[src/source/ddc_pkg.sv]
`default_nettype none

package ddc_pkg;

  localparam int SAMPLE_W      = 24;  // internal sample width
  localparam int CORDIC_W      = 25;  // one guard bit for the rotation
  localparam int PHASE_W       = 32;
  localparam int ANGLE_W       = 24;  // top bits of the phase
  localparam int CORDIC_STAGES = 20;
  localparam int SCALE_W       = 18;
  localparam int OUT_W         = 16;
  localparam int RATE_W        = 8;
  localparam int CIC_ORDER     = 4;

  // upper bound on samples between input accept and fifo write
  localparam int PIPE_DEPTH = CORDIC_STAGES + 8;

  localparam logic [7:0] SR_FREQ  = 8'd0;
  localparam logic [7:0] SR_SCALE = 8'd1;
  localparam logic [7:0] SR_DECIM = 8'd2;
  localparam logic [7:0] SR_MUX   = 8'd3;

  // atan(2^-k), a full turn is 2^ANGLE_W
  localparam logic [ANGLE_W-1:0] CORDIC_ANGLES [CORDIC_STAGES] = '{
    24'd2097152, 24'd1238021, 24'd654136,  24'd332050,
    24'd166669,  24'd83416,   24'd41718,   24'd20860,
    24'd10430,   24'd5215,    24'd2608,    24'd1304,
    24'd652,     24'd326,     24'd163,     24'd81,
    24'd41,      24'd20,      24'd10,      24'd5
  };

  typedef struct packed {
    logic signed [SAMPLE_W-1:0] i;
    logic signed [SAMPLE_W-1:0] q;
    logic                       last;
  } iq_stage_t;

  typedef struct packed {
    logic [PHASE_W-1:0]        phase_inc;
    logic signed [SCALE_W-1:0] scale;
    logic [RATE_W-1:0]         cic_rate;   // applied rate, not the last one written
    logic                      swap_iq;
    logic                      real_mode;
    logic                      rate_stb;   // one cycle when cic_rate changes
  } ddc_config_t;

endpackage

`default_nettype wire

[src/source/ddc_front_end.sv]
`timescale 1ns/1ns
`default_nettype none

module ddc_front_end (
  input  logic                         clk,
  input  logic                         reset,
  input  logic                         i_clear,
  input  logic [31:0]                  i_tdata,
  input  logic                         i_tlast,
  input  logic                         i_accept,
  input  ddc_pkg::ddc_config_t         i_config,
  output ddc_pkg::iq_stage_t           o_stage,
  output logic                         o_stb,
  output logic [ddc_pkg::ANGLE_W-1:0]  o_phase
);

  localparam int PAD_W = ddc_pkg::SAMPLE_W - ddc_pkg::OUT_W;

  logic signed [ddc_pkg::SAMPLE_W-1:0] in_i;
  logic signed [ddc_pkg::SAMPLE_W-1:0] in_q;
  logic [ddc_pkg::PHASE_W-1:0]         phase;

  assign in_i = {i_tdata[2*ddc_pkg::OUT_W-1:ddc_pkg::OUT_W], {PAD_W{1'b0}}};  // I in upper half
  assign in_q = {i_tdata[ddc_pkg::OUT_W-1:0], {PAD_W{1'b0}}};

  always_ff @(posedge clk) begin
    o_stage.i <= i_config.swap_iq ? in_q : in_i;
    if (i_config.real_mode) begin
      o_stage.q <= '0;  // real input, Q dropped after the swap
    end else begin
      o_stage.q <= i_config.swap_iq ? in_i : in_q;
    end
    if (reset || i_clear) begin
      o_stb        <= 1'b0;
      o_stage.last <= 1'b0;
    end else begin
      o_stb        <= i_accept;
      o_stage.last <= i_tlast;
    end
  end

  // NCO, steps after each sample leaves so o_phase matches o_stage
  always_ff @(posedge clk) begin
    if (reset || i_clear) begin
      phase <= '0;
    end else if (o_stb) begin
      phase <= phase + i_config.phase_inc;
    end
  end

  assign o_phase = phase[ddc_pkg::PHASE_W-1 -: ddc_pkg::ANGLE_W];

endmodule

`default_nettype wire

[config.mk]
export PLATFORM = sky130hd
export DESIGN_NAME = ddc_front_end
export DESIGN_NICKNAME = d
export VERILOG_FILES = /design/src/source/ddc_pkg.sv /design/src/source/ddc_front_end.sv
export SDC_FILE = /design/constraint.sdc
export NUM_CORES = 1
export LEC_CHECK = 0
export BUFFER_PORTS_ARGS = -buffer_cell sky130_fd_sc_hd__buf_2
export CORE_ASPECT_RATIO = 1.2
export CORE_MARGIN = 2
export CORE_UTILIZATION = 45
export DETAILED_ROUTE_END_ITERATION = 6
export GPL_TIMING_DRIVEN = 0
export HOLD_SLACK_MARGIN = 0.06
export PLACE_DENSITY = 0.75
export SYNTH_ARGS = -nofsm -noshare
export SYNTH_HDL_FRONTEND = slang
export SYNTH_SLANG_ARGS = --single-unit
[constraint.sdc]
create_clock -name clk -period 3.3 [get_ports clk]
set_input_delay 0.66 -clock clk [delete_from_list [all_inputs] [get_ports clk]]
set_output_delay 0.66 -clock clk [all_outputs]
set_load 0.1 [all_outputs]
==> results of run 1 <==
-- final cells by class --
class | instances | area [sq um]
Buffer | 63 | 468
Clock buffer | 9 | 225
Clock inverter | 7 | 76.3
Fill cell | 856 | 3930
Inverter | 11 | 41.3
Multi-Input combinational cell | 355 | 2570
Sequential cell | 66 | 1320
Tap cell | 123 | 154
Timing Repair Buffer | 126 | 631
-- state kept, by name, summed over array words and instances, names as in the netlist --
signal   flops
phase       32
o_stage     33
o_stb        1
-- kinds of logic (layout without fill, tap and decap cells) --
kind of cell / after synthesis / count (layout) / share of synthesized area, %
AND/OR/NAND/NOR: 127 / 127 / 14.1
AO/OA/AOI/OAI: 104 / 104 / 16.6
buffers and inverters: 74 / 216 / 11.8
flip-flops: 66 / 66 / 30.6
multiplexers: 52 / 52 / 12.5
adder cells (fa/ha/maj): 32 / 32 / 9.44
XOR/XNOR: 24 / 24 / 4.87
other: 1 / 16 / 0.0868
-- cell usage in the layout, fill, tap and decap left out, drive strengths merged, types with 4 or more instances in the layout --
cell / instances
nor2: 53
ha: 31
o21ai: 21
nand3: 10
inv: 13
nand2: 24
a31oi: 5
mux2: 16
nor3b: 5
nand4: 6
a21oi: 34
buf: 175
o21bai: 8
and2: 5
mux2i: 36
nor3: 5
a21o: 11
nand3b: 5
xor2: 8
conb: 16
xnor2: 16
and3: 4
dfxtp: 66
clkbuf: 22
-- layer usage --
layer | GRT usage, % | up-vias | wire (um)
li1 | - | 1957 | -
met1 | 21.8 | 1778 | 4140
met2 | 35.6 | 157 | 5280
met3 | 6.53 | 22 | 867
met4 | 7.84 | 0 | 242
met5 | 0 | - | 0
-- worst register-to-register path, delay by kind of cell, from the launching register on --
kind                       cells  cell delay [ps]
adders and majority gates      1              350
and+or+nand+nor                3              860
DFF                            1              310
AOI/OAI and AO/OA              5             1410
-- worst max-delay path by stage --
stage,start,to
2_1_floorplan,i_config[29],phase[30]$_SDFFE_PP0P_
3_3_place_gp,i_config[29],phase[30]$_SDFFE_PP0P_
3_5_place_dp,i_config[29],phase[30]$_SDFFE_PP0P_
4_1_cts,i_config[29],phase[30]$_SDFFE_PP0P_
5_1_grt,i_config[31],phase[31]$_SDFFE_PP0P_
6_report,i_config[31],phase[31]$_SDFFE_PP0P_
-- report_power, final --
group          internal [uW]  switching [uW]
Combinational            170             490
Clock                    590             385
Sequential               833            12.5
Total                   1590             887
-- what timing repair did --
| action | 4_1_cts | 5_1_grt |
|---|---|---|
| endpoints found under the hold margin | 0 | 0 |
| resized for setup | 0 | 4 |
| endpoints found under the setup margin | 0 | 3 |
-- stage by stage --
stage               cell area [sq um]  setup slack (ps)  instances  power (uW)  hold slack (ps)
floorplan                        4380               255        495        1400              445
global placement                 5160              -281        744        1510              457
detailed placement               5160              -327        744        1520              460
CTS                              5460              12.7        760        2490              468
global route                     5490              66.8        760        2570              495
finish                           5490               213        760        2480              465
==> summary.md, run 1 <==
| Metric | Value |
|---|---|
| Clock-pin slew on the worst setup and hold paths | 60 ps |
| Final HPWL DP | 8.44 mm |
| Largest net degree at the start of global routing | 14 |
| Max-slew violations | 0 |
| Max Freq | 0.324 GHz |
| Gr ovfl total | 0 |
| Top_reg_cell synth | dfxtp_1 |
| Seq/Total Area, Yosys | 30.6% |
| Final core occ | 58.2% |
| Distinct cells, synth | 68 |
| Die H | 111 um |
| Outcome | finished clean |
| CP max-delay cell | or4b_4 |
| Reg-to-reg slack, setup | 330 ps |
| Setup TNS | 0 ps |
| Via count | 3914 |
| Post-cts hold buffer count | 0 |
| Post-route DRC violation count | 0 |
| IO Port Bufs | 126 |
| Clk_lat worst skew | 330 ps |
| Post-synth ARST share | 0% |
| Worst min path class | flip-flop to flip-flop |
| CTS max path bufs | 2 |
| Worst r2r src | phase[2]$_SDFFE_PP0P_ |
| Delay-heaviest family, CP | compound AO/OA/AOI/OAI gates |
| Maxcap violations | 0 |
| Number of synthesized flops with an enable pin | 0 |
| R2r worst-path depth | 9 |
| CP Buf/Inv Count | 1 |
| Die W | 93.4 um |
| Synthesis-stage register bit count | 66 |
| Period utilization | 93.6% |
| CTS Sinks | 66 |
| Yosys top cell by area | dfxtp_1 |
| Levels on crit path | 10 |
| CP max stage delay | 550 ps |
| Yosys warns | 0 |
| Clk_skew | 7.61 ps |
| Dominant cells by area after synthesis | dfxtp_1 (31%), ha_1 (9.0%), mux2i_1 (8.3%) |
| Cells along the critical path | buf_2 -> ha_1 -> nand3_1 -> a2111oi_4 -> o211ai_2 -> a2111oi_2 -> nor3_1 -> or4b_4 -> a211oi_2 -> a31o_1 |
| Maximum fanout along the worst path | 4 |
| Slew @ Worst Pin | 758 ps |
| Vias per cell | 5.15 |
| Critical Path AT | 3360 ps |
| First-pass DRT Iterations | 4 |
| I/O Pins | 172 |
| Element type at the critical path start | primary input |
| Routability cong. | 0.872 |
| Hold EP | phase[18]$_SDFFE_PP0P_ |
| Overall Global Routing Usage | 20.1% |
| H-tree depth reported by CTS | 3 |
| Top cell type's share of synthesized area | 30.6% |
| Die ar. | 10400 sq um |
| WP data required | 3570 ps |
| Share of post-route cells with drive strength above 1 | 35.5% |
| Hold path cells | 2 |
| Synthesized cell area | 4320 sq um |
| Endpoints failing setup | 0 |
| Starting Density | 45.9% |
| # rows | 39 |
| # diodes | 0 |
| Syn avg cell area | 9.00 sq um |
| Top-count cell post-synth | dfxtp_1 |
| Power per cell area | 452 nW/um^2 |
| Slew margin rel. | 49.5% |
| Core area | 9420 sq um |
| Fin. Hold Viols | 0 |
| Total Wirelength | 10.5 mm |
| Worst Setup End Kind | flip-flop |
| Post-route ant nets | 0 |
| Initial antenna violation count | 0 |
| Cells after Synth | 480 |
| Worst vdd ir | 396 uV |
| Post-synth top cells | dfxtp_1 (66), nor2_1 (52), buf_4 (43), mux2i_1 (36), a21oi_1 (33) |
| Nets | 762 |
| Area grow syn2layout | 27.0% |
| Reg2reg end | phase[31]$_SDFFE_PP0P_ |
| Initial DRC count | 121 |
| Clock root buffer | clkbuf_16 |
| Number of global-route vias before repair | 3855 |
| Hold_sp | phase[18]$_SDFFE_PP0P_ |
| First-pass GRT wire length | 16.9 mm |
| Post-CTS setup buffer count | 0 |
| RSZ-0062 raised after global routing | false |
| WL per Instance | 13.8 um |
| Final Critical Period | 3090 ps |
| Leakage | 0.00269 uW |
| Clock buffer count from CTS | 9 |
| WS Path Type | primary input to flip-flop |
| CTS tree | yes |
Note: power is estimated with default switching activity, not from simulation.
==> inputs of run 2 (changes only) <==
--- a/config.mk
+++ b/config.mk
@@ -12,7 +12,7 @@
 export DETAILED_ROUTE_END_ITERATION = 6
 export GPL_TIMING_DRIVEN = 0
 export HOLD_SLACK_MARGIN = 0.06
-export PLACE_DENSITY = 0.75
+export PLACE_DENSITY_LB_ADDON = 0.3
 export SYNTH_ARGS = -nofsm -noshare
 export SYNTH_HDL_FRONTEND = slang
 export SYNTH_SLANG_ARGS = --single-unit
==> summary.md, run 2 (synthesis gave the netlist of run 1 again) <==
| Metric | Value |
|---|---|
| CTS max path bufs | 2 (unchanged) |
| Post-cts hold buffer count | 0 (unchanged) |
| Most Used Layer, Global Route | met2 (unchanged) |
| CTS Sinks | 66 (unchanged) |
| Total Wirelength | 10.2 mm (was 10.5 mm) |
| Biggest register | o_stage (unchanged) |
| Power per cell area | 441 nW/um^2 (was 452 nW/um^2) |
| WS Path Type | primary input to flip-flop (unchanged) |
| CP max stage delay | 410 ps (was 550 ps) |
| Clock root buffer | clkbuf_16 (unchanged) |
| Maximum fanout along the worst path | 4 (unchanged) |
| Clock share of power | 37.7% (was 39.3%) |
| Outcome | finished clean (unchanged) |
| RSZ-0062 raised after global routing | false (unchanged) |
| Hold slack | 467 ps (was 465 ps) |
| Overall Global Routing Usage | 19.8% (was 20.1%) |
| Part of the power in registers | 35.1% (was 34.1%) |
| Biggest regs | o_stage (33), phase (32), o_stb (1) (unchanged) |
| Worst Setup End Kind | flip-flop (unchanged) |
| CP max-delay cell | fa_1 (was or4b_4) |
| P_int | 1540 uW (was 1590 uW) |
| I/O Pins | 172 (unchanged) |
| Fin. Hold Viols | 0 (unchanged) |
| Leakage | 0.00268 uW (was 0.00269 uW) |
| Final Critical Period | 3120 ps (was 3090 ps) |
| Final Total Pwr | 2410 uW (was 2480 uW) |
| Via count | 3874 (was 3914) |
| CTS tree | yes (unchanged) |
| Post-Place Cells | 744 (unchanged) |
| Element type at the critical path start | primary input (unchanged) |
| Finished Cell Area | 5460 sq um (was 5490 sq um) |
| Starting Density | 45.9% (unchanged) |
| Initial antenna violation count | 0 (unchanged) |
| # rows | 39 (unchanged) |
| Met3 GRT Util | 4.83% (was 6.53%) |
| Non-Filler Instances | 760 (unchanged) |
| Maxcap violations | 0 (unchanged) |
| Largest net degree at the start of global routing | 14 (unchanged) |
| Worst vdd ir | 448 uV (was 396 uV) |
| Slew margin rel. | 49.5% (about the same) |
| Post-route ant nets | 0 (unchanged) |
| Clk_lat worst skew | 330 ps (about the same) |
| First-pass GRT wire length | 16.6 mm (was 16.9 mm) |
| Max reg flops | 33 (unchanged) |
| Endpoints failing setup | 0 (unchanged) |
| Core area | 9420 sq um (unchanged) |
| WP data required | 3520 ps (was 3570 ps) |
| Post-route DRC violation count | 0 (unchanged) |
| Period utilization | 94.6% (was 93.6%) |
| Worst min path class | flip-flop to flip-flop (unchanged) |
| Leading cell type in the layout, fill and taps excluded | buf_2 (unchanged) |
| Routability cong. | 0.887 (was 0.872) |
| Vias per cell | 5.10 (was 5.15) |
| WL per Instance | 13.4 um (was 13.8 um) |
| Clk_skew | 6.22 ps (was 7.61 ps) |
| Clock buffer count from CTS | 9 (unchanged) |
| Share of post-route cells with drive strength above 1 | 35.5% (unchanged) |
| Number of global-route vias before repair | 3736 (was 3855) |
| # diodes | 0 (unchanged) |
| Sw Share | 36.2% (was 35.8%) |
| Area grow syn2layout | 26.4% (was 27.0%) |
| Filler cell count | 861 (was 856) |
| Clock-pin slew on the worst setup and hold paths | 60 ps (about the same) |
| IO Port Bufs | 126 (unchanged) |
| Reg-to-reg slack, setup | 310 ps (was 330 ps) |
| Commonest non-fill, non-tap cells in the layout | buf_2 (126), dfxtp_1 (66), nor2_1 (52), buf_4 (43), mux2i_1 (36) (unchanged) |
| Routing usage on met1 | 22.8% (was 21.8%) |
| Placed Instance Area | 5160 sq um (unchanged) |
| H-tree depth reported by CTS | 3 (unchanged) |
| Slew @ Worst Pin | 757 ps (was 758 ps) |
| Nets | 762 (unchanged) |
| Die H | 111 um (unchanged) |
| Initial DRC count | 93 (was 121) |
| Switching power | 872 uW (was 887 uW) |
| Critical Path AT | 3340 ps (was 3360 ps) |
| Die ar. | 10400 sq um (unchanged) |
| Max-slew violations | 0 (unchanged) |
| Die W | 93.4 um (unchanged) |
| Cells along the critical path | buf_2 -> ha_1 -> fa_1 -> a21o_2 -> a221oi_2 -> o41ai_1 -> o211ai_1 -> a311oi_1 -> a31oi_1 -> nor3_1 -> a211o_1 (was buf_2 -> ha_1 -> nand3_1 -> a2111oi_4 -> o211ai_2 -> a2111oi_2 -> nor3_1 -> or4b_4 -> a211oi_2 -> a31o_1) |
| GR Layer Usage met2 | 34.2% (was 35.6%) |
| Combinational share of power | 27.3% (was 26.6%) |
| First-pass DRT Iterations | 4 (unchanged) |
| Gr ovfl total | 0 (unchanged) |
| Max Freq | 0.320 GHz (was 0.324 GHz) |
| Final HPWL DP | 8.21 mm (was 8.44 mm) |
run 2: cell count changes in the layout (fill, tap and decap cells not counted), sizes merged:
cell    change
bufinv      -1
clkbuf      +1
clkinv      +1
inv         -1
run 2: routing by layer:
layer	routed length (um)	share of wire [%]
met4	223	2.2
met2	5130	50
met5	0	0
met3	705	6.9
met1	4150	41
run 2: final cells by class:
type / instances / area, sq um / share of cell area (%)
clock inverter: 6 / 50.0 / 0.916
inverter: 11 / 41.3 / 0.756
multi-input combinational: 355 / 2560 / 46.8
sequential: 66 / 1320 / 24.2
clock buffer: 10 / 239 / 4.38
buffer: 63 / 468 / 8.57
tap: 123 / 154 / 2.82
timing repair buffer: 126 / 631 / 11.5
run 2: critical path, delay by kind of cell:
kind	cells	cell delay [ps]
simple gates	1	70
fa+ha+maj	2	630
compound gates	7	1890
buf+inv	1	100
run 2: final timing paths:
kind	cells past startpoint	endpoint	from
max	11	phase[30]$_SDFFE_PP0P_	i_config[29]
min	2	phase[20]$_SDFFE_PP0P_	phase[20]$_SDFFE_PP0P_
max reg2reg	10	phase[30]$_SDFFE_PP0P_	phase[0]$_SDFFE_PP0P_
min reg2reg	2	phase[20]$_SDFFE_PP0P_	phase[20]$_SDFFE_PP0P_
run 2: repair_timing:
item / CTS / global route
setup buffers: 0 / 0
resized for setup: 1 / 2
cloned: 0 / 0
endpoints found under the setup margin: 1 / 2
endpoints found under the hold margin: 0 / 0
run 2: power groups by stage:
stage	sequential, uW	clock, uW	combinational, uW
after floorplan	1080	0	320
after global placement	861	0	647
after detailed placement	862	0	656
after CTS	845	934	658
after global routing	848	966	693
final	845	907	658
run 2: through the flow:
step / util (%) / setup slack, ps / setup TNS [ps]
finish: 58.0 / 177 / 0
detailed placement: 54.8 / -382 / -1270
CTS: 57.9 / 28.5 / 0
floorplan: - / 255 / 0
global route: 58.0 / 9.03 / 0
global placement: 54.8 / -313 / -789
==> inputs of run 3 (changes only) <==
--- a/config.mk
+++ b/config.mk
@@ -12,6 +12,7 @@
 export DETAILED_ROUTE_END_ITERATION = 6
 export GPL_TIMING_DRIVEN = 0
 export HOLD_SLACK_MARGIN = 0.06
+export MAX_ROUTING_LAYER = met4
 export PLACE_DENSITY_LB_ADDON = 0.3
 export SYNTH_ARGS = -nofsm -noshare
 export SYNTH_HDL_FRONTEND = slang
==> summary.md, run 3 (synthesis gave the netlist of run 1 again) <==
| Metric | Value |
|---|---|
| Outcome | finished clean (unchanged) |
| Worst Setup End Kind | flip-flop (unchanged) |
| Element type at the critical path start | primary input (unchanged) |
| Endpoints failing setup | 0 (unchanged) |
| # diodes | 0 (unchanged) |
| Cells along the critical path | buf_2 -> ha_1 -> fa_1 -> a21o_2 -> a221oi_2 -> o41ai_1 -> o211ai_1 -> a311oi_1 -> a31oi_1 -> nor3_1 -> a211o_1 (unchanged) |
| CTS Sinks | 66 (unchanged) |
| Vias per cell | 5.09 (was 5.10) |
| # rows | 39 (unchanged) |
| Part of the power in registers | 35.0% (was 35.1%) |
| WL per Instance | 13.5 um (was 13.4 um) |
| Finished Cell Area | 5460 sq um (unchanged) |
| Via count | 3868 (was 3874) |
| CP startpoint | i_config[29] (unchanged) |
| Power per cell area | 442 nW/um^2 (was 441 nW/um^2) |
| Final HPWL DP | 8.21 mm (unchanged) |
| Biggest register | o_stage (unchanged) |
| P_int | 1540 uW (about the same) |
| Slew @ Worst Pin | 757 ps (about the same) |
| Switching power | 874 uW (was 872 uW) |
| Die W | 93.4 um (unchanged) |
| Leading cell type in the layout, fill and taps excluded | buf_2 (unchanged) |
| Worst vdd ir | 451 uV (was 448 uV) |
| WS Path Type | primary input to flip-flop (unchanged) |
| Number of global-route vias before repair | 3723 (was 3736) |
| Maxcap violations | 0 (unchanged) |
| Leakage | 0.00268 uW (unchanged) |
| Post-cts hold buffer count | 0 (unchanged) |
| Fin. Hold Viols | 0 (unchanged) |
| Clock-pin slew on the worst setup and hold paths | 60 ps (about the same) |
| Area grow syn2layout | 26.4% (unchanged) |
| Post-route DRC violation count | 0 (unchanged) |
| Starting Density | 45.9% (unchanged) |
| IO Port Bufs | 126 (unchanged) |
| Max-slew violations | 0 (unchanged) |
| Biggest regs | o_stage (33), phase (32), o_stb (1) (unchanged) |
| CP max stage delay | 410 ps (about the same) |
| Clock share of power | 37.7% (about the same) |
| Die ar. | 10400 sq um (unchanged) |
| CTS max path bufs | 2 (unchanged) |
| Period utilization | 94.6% (about the same) |
| Reg-to-reg slack, setup | 310 ps (about the same) |
| Maximum fanout along the worst path | 4 (unchanged) |
| Core area | 9420 sq um (unchanged) |
| Reg2reg end | phase[30]$_SDFFE_PP0P_ (unchanged) |
| I/O Pins | 172 (unchanged) |
| Total Wirelength | 10.2 mm (about the same) |
| First-pass GRT wire length | 16.6 mm (about the same) |
| Clock root buffer | clkbuf_16 (unchanged) |
| CP Capture Point | phase[30]$_SDFFE_PP0P_ (unchanged) |
| Largest net degree at the start of global routing | 14 (unchanged) |
| Multi-input logic area | 2560 sq um (unchanged) |
| H-tree depth reported by CTS | 3 (unchanged) |
| RSZ-0062 raised after global routing | false (unchanged) |
| WP data required | 3520 ps (about the same) |
| Sw Share | 36.2% (about the same) |
| Worst r2r src | phase[0]$_SDFFE_PP0P_ (unchanged) |
| Max Freq | 0.320 GHz (about the same) |
| Share of post-route cells with drive strength above 1 | 35.5% (unchanged) |
| Worst min path class | flip-flop to flip-flop (unchanged) |
| Nets | 762 (unchanged) |
| Clk_skew | 6.33 ps (was 6.22 ps) |
| Die H | 111 um (unchanged) |
| Overall Global Routing Usage | 20.4% (was 19.8%) |
| Max reg flops | 33 (unchanged) |
| Critical Path AT | 3340 ps (about the same) |
| Final Critical Period | 3120 ps (about the same) |
| Setup ws final | 177 ps (about the same) |
| Reg area | 1320 sq um (unchanged) |
| CTS resizes | 1 (unchanged) |
| Post-CTS setup buffer count | 0 (unchanged) |
| Post-route ant nets | 0 (unchanged) |
| Placed Instance Area | 5160 sq um (unchanged) |
| Routability cong. | 0.902 (was 0.887) |
| First-pass DRT Iterations | 5 (was 4) |
| Place WS | -382 ps (unchanged) |
| Hold_sp | phase[20]$_SDFFE_PP0P_ (unchanged) |
| CP max-delay cell | fa_1 (unchanged) |
| Commonest non-fill, non-tap cells in the layout | buf_2 (126), dfxtp_1 (66), nor2_1 (52), buf_4 (43), mux2i_1 (36) (unchanged) |
| R2r worst-path depth | 10 (unchanged) |
| Combinational share of power | 27.3% (about the same) |
| Filler cell count | 861 (unchanged) |
| Initial antenna violation count | 0 (unchanged) |
| CTS tree | yes (unchanged) |
| Clk_lat worst skew | 330 ps (about the same) |
| Slew margin rel. | 49.5% (about the same) |
| Clock buffer count from CTS | 9 (unchanged) |
| Gr ovfl total | 0 (unchanged) |
| Initial DRC count | 93 (unchanged) |
run 3: how the worst min path moves through the flow:
stage	endpoint	cells after the start
finish	phase[20]$_SDFFE_PP0P_	2
CTS	phase[20]$_SDFFE_PP0P_	2
global route	phase[24]$_SDFFE_PP0P_	2
detailed placement	phase[20]$_SDFFE_PP0P_	2
floorplan	phase[20]$_SDFFE_PP0P_	2
global placement	phase[20]$_SDFFE_PP0P_	2
run 3: power by group through the flow:
| stage | logic [uW] | clock network, uW | registers (uW) |
|---|---|---|---|
| after global placement | 647 | 0 | 861 |
| after floorplan | 320 | 0 | 1080 |
| after CTS | 658 | 934 | 845 |
| final | 658 | 909 | 845 |
| after global routing | 693 | 970 | 848 |
| after detailed placement | 656 | 0 | 862 |
run 3: worst max-delay path: cells and delay by family:
family          cells  cell delay, ps
buf+inv             1             100
simple gates        1              70
fa+ha+maj           2             630
compound gates      7            1880
run 3: cell type report:
class,instances,area share (%)
multi-input cells,355,46.8
flip-flops and latches,66,24.2
repair buffers,126,11.5
plain buffers,63,8.57
clock buffers,10,4.38
well taps,123,2.82
clock inverters,6,0.916
inverters,11,0.756
run 3: layer usage:
metal / wire (um) / GRT usage [%] / vias to the layer above
li1: - / - / 1955
met1: 4270 / 23.4 / 1771
met2: 5130 / 34.2 / 124
met3: 601 / 4.69 / 18
met4: 227 / 7.55 / 0
met5: 0 / - / -
run 3: through the flow:
stage	util [%]	hold slack, ps	setup TNS [ps]	cells	total power, uW
detailed placement	54.8	465	-1270	744	1520
finish	58.0	467	0	760	2410
CTS	57.9	473	0	760	2440
global placement	54.8	457	-789	744	1510
floorplan	-	445	0	495	1400
global route	58.0	500	0	760	2510
