[config.mk]
export PLATFORM = sky130hd
export DESIGN_NAME = ddc_settings
export DESIGN_NICKNAME = d
export VERILOG_FILES = /design/src/source/ddc_pkg.sv /design/src/source/ddc_settings.sv
export SDC_FILE = /design/constraint.sdc
export NUM_CORES = 1
export LEC_CHECK = 0
export BUFFER_PORTS_ARGS = -buffer_cell sky130_fd_sc_hd__buf_2
export CAP_MARGIN = 10
export CORE_MARGIN = 4
export CORE_UTILIZATION = 44
export CTS_CLUSTER_DIAMETER = 100
export DETAILED_ROUTE_END_ITERATION = 12
export PLACE_DENSITY_LB_ADDON = 0.3
export SETUP_SLACK_MARGIN = 0.2
export SLEW_MARGIN = 5
export SYNTH_ARGS = -nofsm -noshare
export SYNTH_HDL_FRONTEND = slang
export SYNTH_SLANG_ARGS = --single-unit
[constraint.sdc]
create_clock -name clk -period 1.4 [get_ports clk]
set_input_delay 0.14 -clock clk [delete_from_list [all_inputs] [get_ports clk]]
set_output_delay 0.14 -clock clk [all_outputs]
set_load 0.05 [all_outputs]
[src/source/ddc_pkg.sv]
`default_nettype none

package ddc_pkg;

  localparam int SAMPLE_W      = 24;  // internal sample width
  localparam int CORDIC_W      = 25;  // one guard bit for the rotation
  localparam int PHASE_W       = 32;
  localparam int ANGLE_W       = 24;  // top bits of the phase
  localparam int CORDIC_STAGES = 20;
  localparam int SCALE_W       = 18;
  localparam int OUT_W         = 16;
  localparam int RATE_W        = 8;
  localparam int CIC_ORDER     = 4;

  // upper bound on samples between input accept and fifo write
  localparam int PIPE_DEPTH = CORDIC_STAGES + 8;

  localparam logic [7:0] SR_FREQ  = 8'd0;
  localparam logic [7:0] SR_SCALE = 8'd1;
  localparam logic [7:0] SR_DECIM = 8'd2;
  localparam logic [7:0] SR_MUX   = 8'd3;

  // atan(2^-k), a full turn is 2^ANGLE_W
  localparam logic [ANGLE_W-1:0] CORDIC_ANGLES [CORDIC_STAGES] = '{
    24'd2097152, 24'd1238021, 24'd654136,  24'd332050,
    24'd166669,  24'd83416,   24'd41718,   24'd20860,
    24'd10430,   24'd5215,    24'd2608,    24'd1304,
    24'd652,     24'd326,     24'd163,     24'd81,
    24'd41,      24'd20,      24'd10,      24'd5
  };

  typedef struct packed {
    logic signed [SAMPLE_W-1:0] i;
    logic signed [SAMPLE_W-1:0] q;
    logic                       last;
  } iq_stage_t;

  typedef struct packed {
    logic [PHASE_W-1:0]        phase_inc;
    logic signed [SCALE_W-1:0] scale;
    logic [RATE_W-1:0]         cic_rate;   // applied rate, not the last one written
    logic                      swap_iq;
    logic                      real_mode;
    logic                      rate_stb;   // one cycle when cic_rate changes
  } ddc_config_t;

endpackage

`default_nettype wire

[src/source/ddc_settings.sv]
`timescale 1ns/1ns
`default_nettype none

module ddc_settings (
  input  logic                 clk,
  input  logic                 reset,
  input  logic                 i_clear,
  input  logic                 i_set_stb,
  input  logic [7:0]           i_set_addr,
  input  logic [31:0]          i_set_data,
  input  logic                 i_sample_accepted,
  output ddc_pkg::ddc_config_t o_config
);

  logic [ddc_pkg::RATE_W-1:0] rate_pend;  // last rate written
  logic                       rate_wr;    // rate register just written
  logic                       rate_hold;  // write arrived while chain busy
  logic                       active;     // samples accepted since clear

  always_ff @(posedge clk) begin
    if (reset) begin
      o_config          <= '0;
      o_config.cic_rate <= ddc_pkg::RATE_W'(1);  // no decimation
      rate_pend         <= ddc_pkg::RATE_W'(1);
      rate_wr           <= 1'b0;
      rate_hold         <= 1'b0;
      active            <= 1'b0;
    end else begin
      rate_wr <= 1'b0;
      if (i_set_stb) begin
        case (i_set_addr)
          ddc_pkg::SR_FREQ:  o_config.phase_inc <= i_set_data;
          ddc_pkg::SR_SCALE: o_config.scale <= i_set_data[ddc_pkg::SCALE_W-1:0];
          ddc_pkg::SR_DECIM: begin
            rate_pend <= i_set_data[ddc_pkg::RATE_W-1:0];
            rate_wr   <= 1'b1;
          end
          ddc_pkg::SR_MUX:   {o_config.real_mode, o_config.swap_iq} <= i_set_data[1:0];
          default: ;
        endcase
      end

      if (i_clear) begin
        active <= 1'b0;
      end else if (i_sample_accepted) begin
        active <= 1'b1;
      end

      // changing the CIC rate mid-stream would corrupt its state
      if (rate_wr && active) begin
        rate_hold <= 1'b1;
      end
      if ((i_clear || !active) && (rate_wr || rate_hold)) begin
        rate_hold         <= 1'b0;
        o_config.cic_rate <= rate_pend;
        o_config.rate_stb <= 1'b1;
      end else begin
        o_config.rate_stb <= 1'b0;
      end
    end
  end

endmodule

`default_nettype wire

==> results_dict.tcl, run 1 <==
set metrics [dict create \
    result_of_the_run "complete, no violations" \
    drive_gt1_share_pct 34.7 \
    min_period_over_period_pct 79.5 \
    synth-seq-cells 72 \
    worst-r2r-cell-count 3 \
    drtPass1Iterations 4 \
    vdd_ir_drop_max_v 0.000556 \
    max_capacitance_violation_count 0 \
    synth.lib_cells_used.distinct 25 \
    cts.clk_slew.worst_paths_ns 0.07 \
    design.portCount 106 \
    die_y_um 89.8 \
    final-hold-violation-count 0 \
    rsz0062_at_grt "false" \
    portion_of_total_power_attributed_to_the_clock_network_pct 42.0 \
    final_weighted_congestion_in_routability_driven_placement 0.742 \
    drt-initial-drc-count 70 \
    area_growth_syn_to_layout_pct 29.1 \
    crit-reg2reg-launch "rate_hold$_SDFFE_PP0P_" \
    wl_per_cell_um 13.7 \
    switching_share_pct 21.2 \
    met1_length_mm 2.76 \
    post-synth-top-area-cell "sky130_fd_sc_hd__dfxtp_1" \
    fraction_of_the_yosys_area_taken_by_sequential_cells_pct 49.0 \
    tightest_slew_ns 0.305 \
    placementRows 29 \
    finalWirelength_mm 6.36 \
    routed-via-count 2247 \
    clock_tree_from_tritoncts "done" \
    commonest_cells_after_routing_fill_and_taps_aside "sky130_fd_sc_hd__buf_2 (105), sky130_fd_sc_hd__nand2b_1 (92), sky130_fd_sc_hd__dfxtp_1 (72)" \
    place_area_sq_um 3570 \
    worst-r2r-setup-slack_ns 0.29 \
    min_delay_path_depth 3 \
    power_switching_mw 0.829 \
    clock_latency_ns 0.33 \
    vias_per_cell 4.85 \
    hp-start "i_set_data[25]" \
    finalWorstPathRequiredPeriod_ns 1.11 \
    hpwlAfterDp_mm 4.60 \
    buffer_ports.inserted 105 \
    drc 0 \
    synth_top_area_share_pct 49.0 \
    h-tree-depth 3 \
    final_max_slew_viol_count 0 \
    seqPwrFrac_pct 52.4 \
    antenna-diode-count 0 \
    ys_warn_count 0 \
    met2WireLength_mm 3.05 \
    routed.top_layer "met4" \
    timing.critical_path.required_ns 1.62 \
    filler_cell_count 546 \
    syn_inst 271 \
    grt_antenna_before_repair 0 \
    synth.net_count 316 \
    cellPowerDensity_nw_per_um2 1030 \
    hold-path-endpoint "o_config[54]$_SDFFE_PP0P_" \
    worst_clock_skew_ns 0.00700 \
    summed_negative_setup_slack_over_all_endpoints_ns 0 \
    cts_max_path_buffers 2 \
    postRouteAntennaNets 0 \
    static_power_due_to_leakage_nw 1.85 \
    p_int_mw 3.08 \
    track_usage_pct 16.3 \
    design.final.nets 426 \
    worstSetupEndpointType "flop" \
    start_util_pct 45.8 \
    report.final.setup_viol 0 \
    cts_root_buffer "sky130_fd_sc_hd__clkbuf_8" \
    critical_path.max_fanout 5 \
    grt_pass1_vias 2292 \
    postSynthAreaPerCell_sq_um 10.9 \
    clock.fmax_mhz 899 \
    synth.area.top_cells "sky130_fd_sc_hd__dfxtp_1 (49%), sky130_fd_sc_hd__mux2i_1 (20%), sky130_fd_sc_hd__nand2b_1 (20%)" \
    first_pass_grt_wire_length_mm 11.0 \
    slew_headroom_pct 79.6 \
    fp.dieArea_sq_um 8060 \
    combinationalPowerShare_pct 5.6 \
    die-width_um 89.8 \
    core_area_sq_um 6420 \
    final_design_area_no_fill_sq_um 3800 \
    rr_endpoint "o_config[7]$_SDFFE_PP0P_" \
    kind_of_start_point_of_the_critical_path "flop" \
    cp_data_arrival_time_ns 1.33 \
    detailroute.wirelength.met3_um 461 \
    cts_num_sinks 72 \
    path_class "reg2reg" \
    grt_start_max_net_pins 66 \
    overflow 0 \
    final_common_cell "sky130_fd_sc_hd__buf_2" \
    fin_total_pwr_mw 3.91 \
    worst_hold_path_type "in2reg" \
    synthesis.area_sq_um 2940 \
    cts-buffers-inserted 9 \
]
## routing by layer
metal  vias up  track usage, %
met5         -               0
met2        74            26.1
met1      1040            20.3
li1       1125               -
met3         8            5.59
met4         0            6.00
## cell type report
class                   instances  area (sq um)  area share [%]
flip-flops and latches         72          1440            38.0
multi-input cells             182          1420            37.4
repair buffers                114           633            16.7
clock buffers                  13           159            4.19
well taps                      77          96.3            2.54
clock inverters                 3          40.0            1.05
inverters                       2          7.51           0.198
## sequential cells by signal, summed over array words and instances (netlist names)
name	flops
active	1
o_config	61
rate_hold	1
rate_pend	8
rate_wr	1
## synthesized netlist by cell type
master,n
sky130_fd_sc_hd__clkbuf_1,11
sky130_fd_sc_hd__nand4_2,1
sky130_fd_sc_hd__dfxtp_1,72
sky130_fd_sc_hd__inv_1,2
sky130_fd_sc_hd__nor3_1,2
sky130_fd_sc_hd__buf_6,2
sky130_fd_sc_hd__nand4_1,1
sky130_fd_sc_hd__and4b_1,1
sky130_fd_sc_hd__buf_8,2
sky130_fd_sc_hd__and4_1,1
sky130_fd_sc_hd__and3b_1,1
sky130_fd_sc_hd__clkbuf_2,1
sky130_fd_sc_hd__a21oi_1,2
sky130_fd_sc_hd__nand3_2,1
sky130_fd_sc_hd__or2_2,1
sky130_fd_sc_hd__nor4_4,1
sky130_fd_sc_hd__nor2b_1,2
sky130_fd_sc_hd__a22oi_1,1
sky130_fd_sc_hd__and2_1,1
sky130_fd_sc_hd__a22o_1,7
sky130_fd_sc_hd__nor2_1,4
sky130_fd_sc_hd__nand2b_1,92
sky130_fd_sc_hd__mux2i_1,60
sky130_fd_sc_hd__and3_1,1
sky130_fd_sc_hd__nand3_1,1
## power groups by stage
stage / combinational (mW) / sequential [mW] / clock [mW]
2_1_floorplan: 0.111 / 2.11 / 0
3_3_place_gp: 0.212 / 2.10 / 0
3_5_place_dp: 0.217 / 2.10 / 0
4_1_cts: 0.222 / 2.05 / 1.67
5_1_grt: 0.243 / 2.05 / 1.78
6_report: 0.219 / 2.05 / 1.64
## what timing repair did
action | CTS | global route
endpoints found under the hold margin | 1 | 0
gates cloned | 1 | 0
resized for setup | 2 | 1
setup buffers | 0 | 0
endpoints found under the setup margin | 9 | 7
hold buffers | 1 | 0
## worst max-delay path, cell delays in order, from the launching register on
cell and delay [ns]:
sky130_fd_sc_hd__dfxtp_1 0.31, sky130_fd_sc_hd__or2_4 0.27, sky130_fd_sc_hd__and3b_2 0.24, sky130_fd_sc_hd__a22o_1 0.19
## how the worst max path moves through the flow
| stage | from | end | slack, ns |
|---|---|---|---|
| after detailed placement | i_set_addr[4] | o_config[26]$_SDFFE_PP0P_ | 0.06 |
| after CTS | rate_hold$_SDFFE_PP0P_ | o_config[7]$_SDFFE_PP0P_ | 0.21 |
| final | rate_hold$_SDFFE_PP0P_ | o_config[7]$_SDFFE_PP0P_ | 0.29 |
| after global placement | i_set_addr[4] | o_config[27]$_SDFFE_PP0P_ | 0.11 |
| after floorplan | i_set_addr[4] | o_config[30]$_SDFFE_PP0P_ | 0.12 |
| after global routing | active$_SDFFE_PP0P_ | o_config[9]$_SDFFE_PP0P_ | 0.23 |
## kinds of logic after synthesis
kind of cell	Yosys count	synth area share [%]
buffers and inverters	18	3.62
and+or+nand+nor	111	24.3
muxes	60	20.4
AOI/OAI and AO/OA	10	2.68
DFF	72	49.0
## stage by stage
| step | hold slack (ns) | instances | worst slack (ns) | utilization, % |
|---|---|---|---|---|
| 2_1_floorplan | 0.219 | 271 | 0.116 | - |
| 3_3_place_gp | 0.319 | 445 | 0.115 | 55.5 |
| 3_5_place_dp | 0.321 | 445 | 0.0625 | 55.5 |
| 4_1_cts | 0.0545 | 463 | 0.211 | 59.1 |
| 5_1_grt | 0.0584 | 463 | 0.232 | 59.1 |
| 6_report | 0.0681 | 463 | 0.287 | 59.1 |
(Power assumes the default switching activity.)
==> run 2: changes to the inputs <==
Clock period 1.4 ns to 0.9 ns, I/O delays scaled along.
==> run 2 against run 1 <==
The run now ends with setup timing left. Clock skew grew 0.0013 ns. Power grew 79%. Utilization grew 20 points. Register-to-register slack lost 0.55 ns. Cell area grew 35%. Count of clock-buffer cells in the layout shrank 2. First-iteration DRC count is the same. Sequential share of layout area shrank 8.1 points. Non-clock buffer count grew 49. Clock power grew 100%. Flip-flop and latch count is the same. Largest cell class is now non-clock buffers. Highest routed layer unchanged.
==> results_dict.tcl, run 2 (same netlist as run 1, synthesis figures left out) <==
set metrics [dict create \
    routed-via-count 2510 \
    combinationalPowerShare_pct 6.6 \
    final_common_cell "sky130_fd_sc_hd__nand2b_1" \
    drc 0 \
    area_growth_syn_to_layout_pct 73.6 \
    vdd_ir_drop_max_v 0.000883 \
    drt-initial-drc-count 70 \
    portion_of_total_power_attributed_to_the_clock_network_pct 47.9 \
    worst_hold_path_type "in2reg" \
    p_int_mw 5.57 \
    path_class "reg2reg" \
    overflow 0 \
    clock_tree_from_tritoncts "done" \
    cellPowerDensity_nw_per_um2 1370 \
    grt_start_max_net_pins 28 \
    hpwlAfterDp_mm 4.73 \
    design.final.nets 475 \
    cts_num_sinks 72 \
    worst_clock_skew_ns 0.00829 \
    cp_data_arrival_time_ns 1.39 \
    grt_antenna_before_repair 0 \
    timing.critical_path.required_ns 1.13 \
    final-hold-violation-count 0 \
    switching_share_pct 20.4 \
    core_area_sq_um 6420 \
    cts.clk_slew.worst_paths_ns 0.08 \
    h-tree-depth 3 \
    rsz0062_at_grt "true" \
    cts_root_buffer "sky130_fd_sc_hd__clkbuf_8" \
    slew_headroom_pct 76.9 \
    grt_pass1_vias 2651 \
    top_regs "o_config: 61 flops, rate_pend: 8 flops" \
    report.final.setup_viol 127 \
    dp_cells 456 \
    final_weighted_congestion_in_routability_driven_placement 0.730 \
    max_capacitance_violation_count 0 \
    vias_per_cell 4.90 \
    clock.fmax_mhz 862 \
    final_max_slew_viol_count 0 \
    place_area_sq_um 3660 \
    wl_per_cell_um 16.9 \
    crit-reg2reg-launch "rate_hold$_SDFFE_PP0P_" \
    result_of_the_run "complete, but fails checks" \
    violations "setup timing" \
    start_util_pct 45.8 \
    drive_gt1_share_pct 55.9 \
    worstSetupEndpointType "flop" \
    final_design_area_no_fill_sq_um 5110 \
    timing.critical_path.from "rate_hold$_SDFFE_PP0P_" \
    top_register "o_config" \
    cts-buffers-inserted 9 \
    fp.dieArea_sq_um 8060 \
    post-route-worst-setup-slack_ns -0.260 \
    antenna-diode-count 0 \
    buffer_ports.inserted 105 \
    seqPwrFrac_pct 45.5 \
    static_power_due_to_leakage_nw 2.29 \
    postRouteAntennaNets 0 \
    number_of_flip_flops_under_the_largest_register_name 61 \
    critical_path.max_fanout 5 \
    die-width_um 89.8 \
    die_y_um 89.8 \
    finalWirelength_mm 8.65 \
    commonest_cells_after_routing_fill_and_taps_aside "sky130_fd_sc_hd__nand2b_1 (92), sky130_fd_sc_hd__dfxtp_2 (60), sky130_fd_sc_hd__mux2i_1 (57), sky130_fd_sc_hd__buf_8 (57), sky130_fd_sc_hd__buf_2 (42)" \
    finalHoldWorstSlack_ns 0.0169 \
    kind_of_start_point_of_the_critical_path "flop" \
    design.portCount 106 \
    finalWorstPathRequiredPeriod_ns 1.16 \
    drtPass1Iterations 4 \
    min_period_over_period_pct 129 \
    track_usage_pct 20.1 \
    power_switching_mw 1.43 \
    cts_max_path_buffers 2 \
    tightest_slew_ns 0.345 \
    first_pass_grt_wire_length_mm 13.1 \
    post_layout_nonfiller_instances 512 \
    clock_latency_ns 0.33 \
    hp-start "i_set_data[29]" \
    placementRows 29 \
]
## run 2: final timing paths
kind	slack, ns	cells after the start	end
worst max-delay path	-0.26	3	o_config[7]$_SDFFE_PP0P_
worst min-delay path	0.02	3	o_config[58]$_SDFFE_PP0P_
worst max register to register	-0.26	3	o_config[7]$_SDFFE_PP0P_
worst min register to register	0.46	2	o_config[3]$_SDFFE_PP1P_
## run 2: power groups by stage
stage | registers, mW | clock network (mW) | logic (mW)
finish | 3.18 | 3.35 | 0.463
global route | 3.18 | 3.58 | 0.505
CTS | 3.19 | 3.37 | 0.434
detailed placement | 3.27 | 0 | 0.369
global placement | 3.27 | 0 | 0.366
floorplan | 3.28 | 0 | 0.176
## run 2: layout make-up
cell class	count	area [sq um]
Sequential cell	72	1520
Timing Repair Buffer	163	1740
Clock inverter	5	129
Inverter	2	7.51
Tap cell	77	96.3
Clock buffer	11	131
Multi-Input combinational cell	182	1470
Fill cell	393	1320
## run 2: stage by stage
| step | worst slack (ns) | total power, mW | setup TNS (ns) | util (%) |
|---|---|---|---|---|
| floorplan | -0.332 | 3.45 | -15.72 | - |
| global placement | -0.413 | 3.63 | -23.77 | 57.0 |
| detailed placement | -0.473 | 3.63 | -25.73 | 57.0 |
| CTS | -0.240 | 6.99 | -5.92 | 76.9 |
| global route | -0.299 | 7.27 | -9.69 | 79.5 |
| finish | -0.260 | 7.00 | -6.53 | 79.5 |
## run 2: critical path: stages (launching register included)
cell                      delay, ns
sky130_fd_sc_hd__dfxtp_1       0.31
sky130_fd_sc_hd__or2_4         0.26
sky130_fd_sc_hd__and3b_2       0.28
sky130_fd_sc_hd__a22o_1        0.20
## run 2: what timing repair did
item / CTS / global route
gates resized for setup: 238 / 34
gates cloned: 4 / 0
setup endpoints to repair: 131 / 133
buffers inserted: 18 / 6
pin swaps: 3 / 3
hold buffers: 11 / 1
endpoints found under the hold margin: 11 / 1
## run 2: metal layers
| layer | up-vias | routed length (um) | global-route usage (%) |
|---|---|---|---|
| met5 | - | 0 | 0 |
| met4 | 0 | 101 | 4.73 |
| met3 | 8 | 534 | 7.01 |
| met2 | 78 | 4630 | 35.9 |
| met1 | 1196 | 3380 | 23.0 |
| li1 | 1228 | - | - |
==> run 3: changes to the inputs <==
Settings changed: SKIP_LAST_GASP from default to 1.
==> run 3 against run 2 <==
The flow still finishes with violations (setup timing). Via count about the same. Setup slack got worse by 0.0029 ns. Flip-flop and latch count unchanged. Register-to-register slack about the same. Power increased by 0.45%. First-iteration DRC count decreased by 4.3%. Cell area about the same. Non-clock buffer count unchanged. Clock power about the same. Critical path depth unchanged. Routed wire length increased by 0.78%. Critical endpoint unchanged.
==> results_dict.tcl, run 3 (same netlist as run 1, synthesis figures left out) <==
set metrics [dict create \
    design.portCount 106 \
    clock_tree_from_tritoncts "done" \
    worst_clock_skew_ns 0.00951 \
    crit_path_leading_delay_family "simple AND/OR/NAND/NOR gates" \
    die_y_um 89.8 \
    post-route-worst-setup-slack_ns -0.263 \
    worst-path-buf-inv 0 \
    max_stage_delay_ns 0.32 \
    buffer_ports.inserted 105 \
    fp.dieArea_sq_um 8060 \
    postRouteAntennaNets 0 \
    grt_pass1_vias 2674 \
    worst_hold_path_type "in2reg" \
    hpwlAfterDp_mm 4.73 \
    finalWorstPathRequiredPeriod_ns 1.16 \
    h-tree-depth 3 \
    number_of_flip_flops_under_the_largest_register_name 61 \
    cts_root_buffer "sky130_fd_sc_hd__clkbuf_8" \
    cts.clk_slew.worst_paths_ns 0.08 \
    kind_of_start_point_of_the_critical_path "flop" \
    clock.fmax_mhz 860 \
    first_pass_grt_wire_length_mm 13.3 \
    final_max_slew_viol_count 0 \
    vdd_ir_drop_max_v 0.000875 \
    start_util_pct 45.8 \
    final_weighted_congestion_in_routability_driven_placement 0.730 \
    grt_start_max_net_pins 28 \
    cellPowerDensity_nw_per_um2 1380 \
    wl_per_cell_um 17.0 \
    p_int_mw 5.57 \
    drt-initial-drc-count 67 \
    grt_antenna_before_repair 0 \
    cts-buffers-inserted 9 \
    routed-via-count 2511 \
    drtPass1Iterations 5 \
    filler_cell_count 394 \
    drive_gt1_share_pct 55.9 \
    vias_per_cell 4.90 \
    seqPwrFrac_pct 45.3 \
    combinationalPowerShare_pct 6.6 \
    path_class "reg2reg" \
    report.final.setup_viol 127 \
    ordered_cell_list_for_the_critical_path "or2_4, and3b_2, a22o_1" \
    violations "setup timing" \
    core_area_sq_um 6420 \
    portion_of_total_power_attributed_to_the_clock_network_pct 48.1 \
    final_common_cell "sky130_fd_sc_hd__nand2b_1" \
    switching_share_pct 20.7 \
    cp_data_arrival_time_ns 1.39 \
    post-place-ws_ns -0.473 \
    min_delay_path_depth 3 \
    die-width_um 89.8 \
    area_growth_syn_to_layout_pct 73.5 \
    dp_cells 456 \
    placementRows 29 \
    static_power_due_to_leakage_nw 2.29 \
    tightest_slew_ns 0.344 \
    clock_latency_ns 0.34 \
    top_regs "o_config: 61 flops, rate_pend: 8 flops" \
    antenna-diode-count 0 \
    cts_max_path_buffers 2 \
    worst-path-stages 3 \
    cts_num_sinks 72 \
    commonest_cells_after_routing_fill_and_taps_aside "sky130_fd_sc_hd__nand2b_1 (92), sky130_fd_sc_hd__dfxtp_2 (61), sky130_fd_sc_hd__mux2i_1 (57), sky130_fd_sc_hd__buf_8 (57), sky130_fd_sc_hd__buf_2 (42)" \
    critical_path.slowest_cell "sky130_fd_sc_hd__dfxtp_1" \
    power_switching_mw 1.46 \
    rsz0062_at_grt "true" \
    slew_headroom_pct 76.9 \
    post_layout_nonfiller_instances 512 \
    max_capacitance_violation_count 0 \
    fin_util_pct 79.5 \
    track_usage_pct 20.3 \
    design.final.nets 475 \
    finalHoldWorstSlack_ns 0.0138 \
    min_period_over_period_pct 129 \
    drc 0 \
    overflow 0 \
    timing.critical_path.required_ns 1.13 \
    finalWirelength_mm 8.71 \
    worst-r2r-cell-count 3 \
    top_register "o_config" \
    critical_path.max_fanout 5 \
    worstSetupEndpointType "flop" \
    final-hold-violation-count 0 \
    result_of_the_run "complete, but fails checks" \
]
run 3: cell types whose count changed in the layout (fill, tap and decap cells not counted):
| cell | previous run | this run |
|---|---|---|
| sky130_fd_sc_hd__dfxtp_2 | 60 | 61 |
| sky130_fd_sc_hd__dfxtp_4 | 2 | 1 |
run 3: final timing paths:
path,end,from,slack (ns)
worst max-delay path,o_config[7]$_SDFFE_PP0P_,rate_hold$_SDFFE_PP0P_,-0.26
worst min-delay path,active$_SDFFE_PP0P_,i_sample_accepted,0.01
worst max register to register,o_config[7]$_SDFFE_PP0P_,rate_hold$_SDFFE_PP0P_,-0.26
worst min register to register,o_config[3]$_SDFFE_PP1P_,rate_pend[0]$_SDFFE_PP1P_,0.45
run 3: per-stage QoR:
| step | power (mW) | setup TNS (ns) | area (sq um) |
|---|---|---|---|
| after floorplan | 3.45 | -15.72 | 2970 |
| after global placement | 3.63 | -23.77 | 3660 |
| after detailed placement | 3.63 | -25.73 | 3660 |
| after CTS | 6.99 | -5.92 | 4930 |
| after global routing | 7.28 | -9.75 | 5100 |
| final | 7.03 | -6.60 | 5100 |
run 3: metal layers:
| layer | global-route usage (%) | routed length, um |
|---|---|---|
| met1 | 23.3 | 3470 |
| met2 | 36.5 | 4650 |
| met3 | 6.76 | 472 |
| met4 | 4.73 | 111 |
| met5 | 0 | 0 |
run 3: cell type report:
cell class,instances,area [sq um],share of cell area [%]
timing repair buffer,163,1740,34.2
tap,77,96.3,1.89
multi-input combinational,182,1470,28.9
sequential,72,1520,29.8
inverter,2,7.51,0.147
clock inverter,5,129,2.53
clock buffer,11,131,2.57
run 3: what timing repair did:
| item | in CTS | in global routing |
|---|---|---|
| pin swaps | 3 | 3 |
| hold endpoints to repair | 11 | 1 |
| gates cloned | 4 | 0 |
| hold buffers | 11 | 1 |
| gates resized for setup | 236 | 35 |
| buffers inserted | 18 | 6 |
| setup endpoints to repair | 131 | 133 |
run 3: power by group through the flow:
stage	clock network (mW)	logic, mW	registers [mW]
2_1_floorplan	0	0.176	3.28
3_3_place_gp	0	0.366	3.27
3_5_place_dp	0	0.369	3.27
4_1_cts	3.37	0.434	3.19
5_1_grt	3.59	0.505	3.19
6_report	3.38	0.464	3.19
run 3: worst reg2reg max path, delay by kind of cell, from the launching register on:
| family | cells | cell delay (ns) |
|---|---|---|
| flip-flops | 1 | 0.32 |
| AND/OR/NAND/NOR | 2 | 0.55 |
| AO/OA/AOI/OAI | 1 | 0.20 |
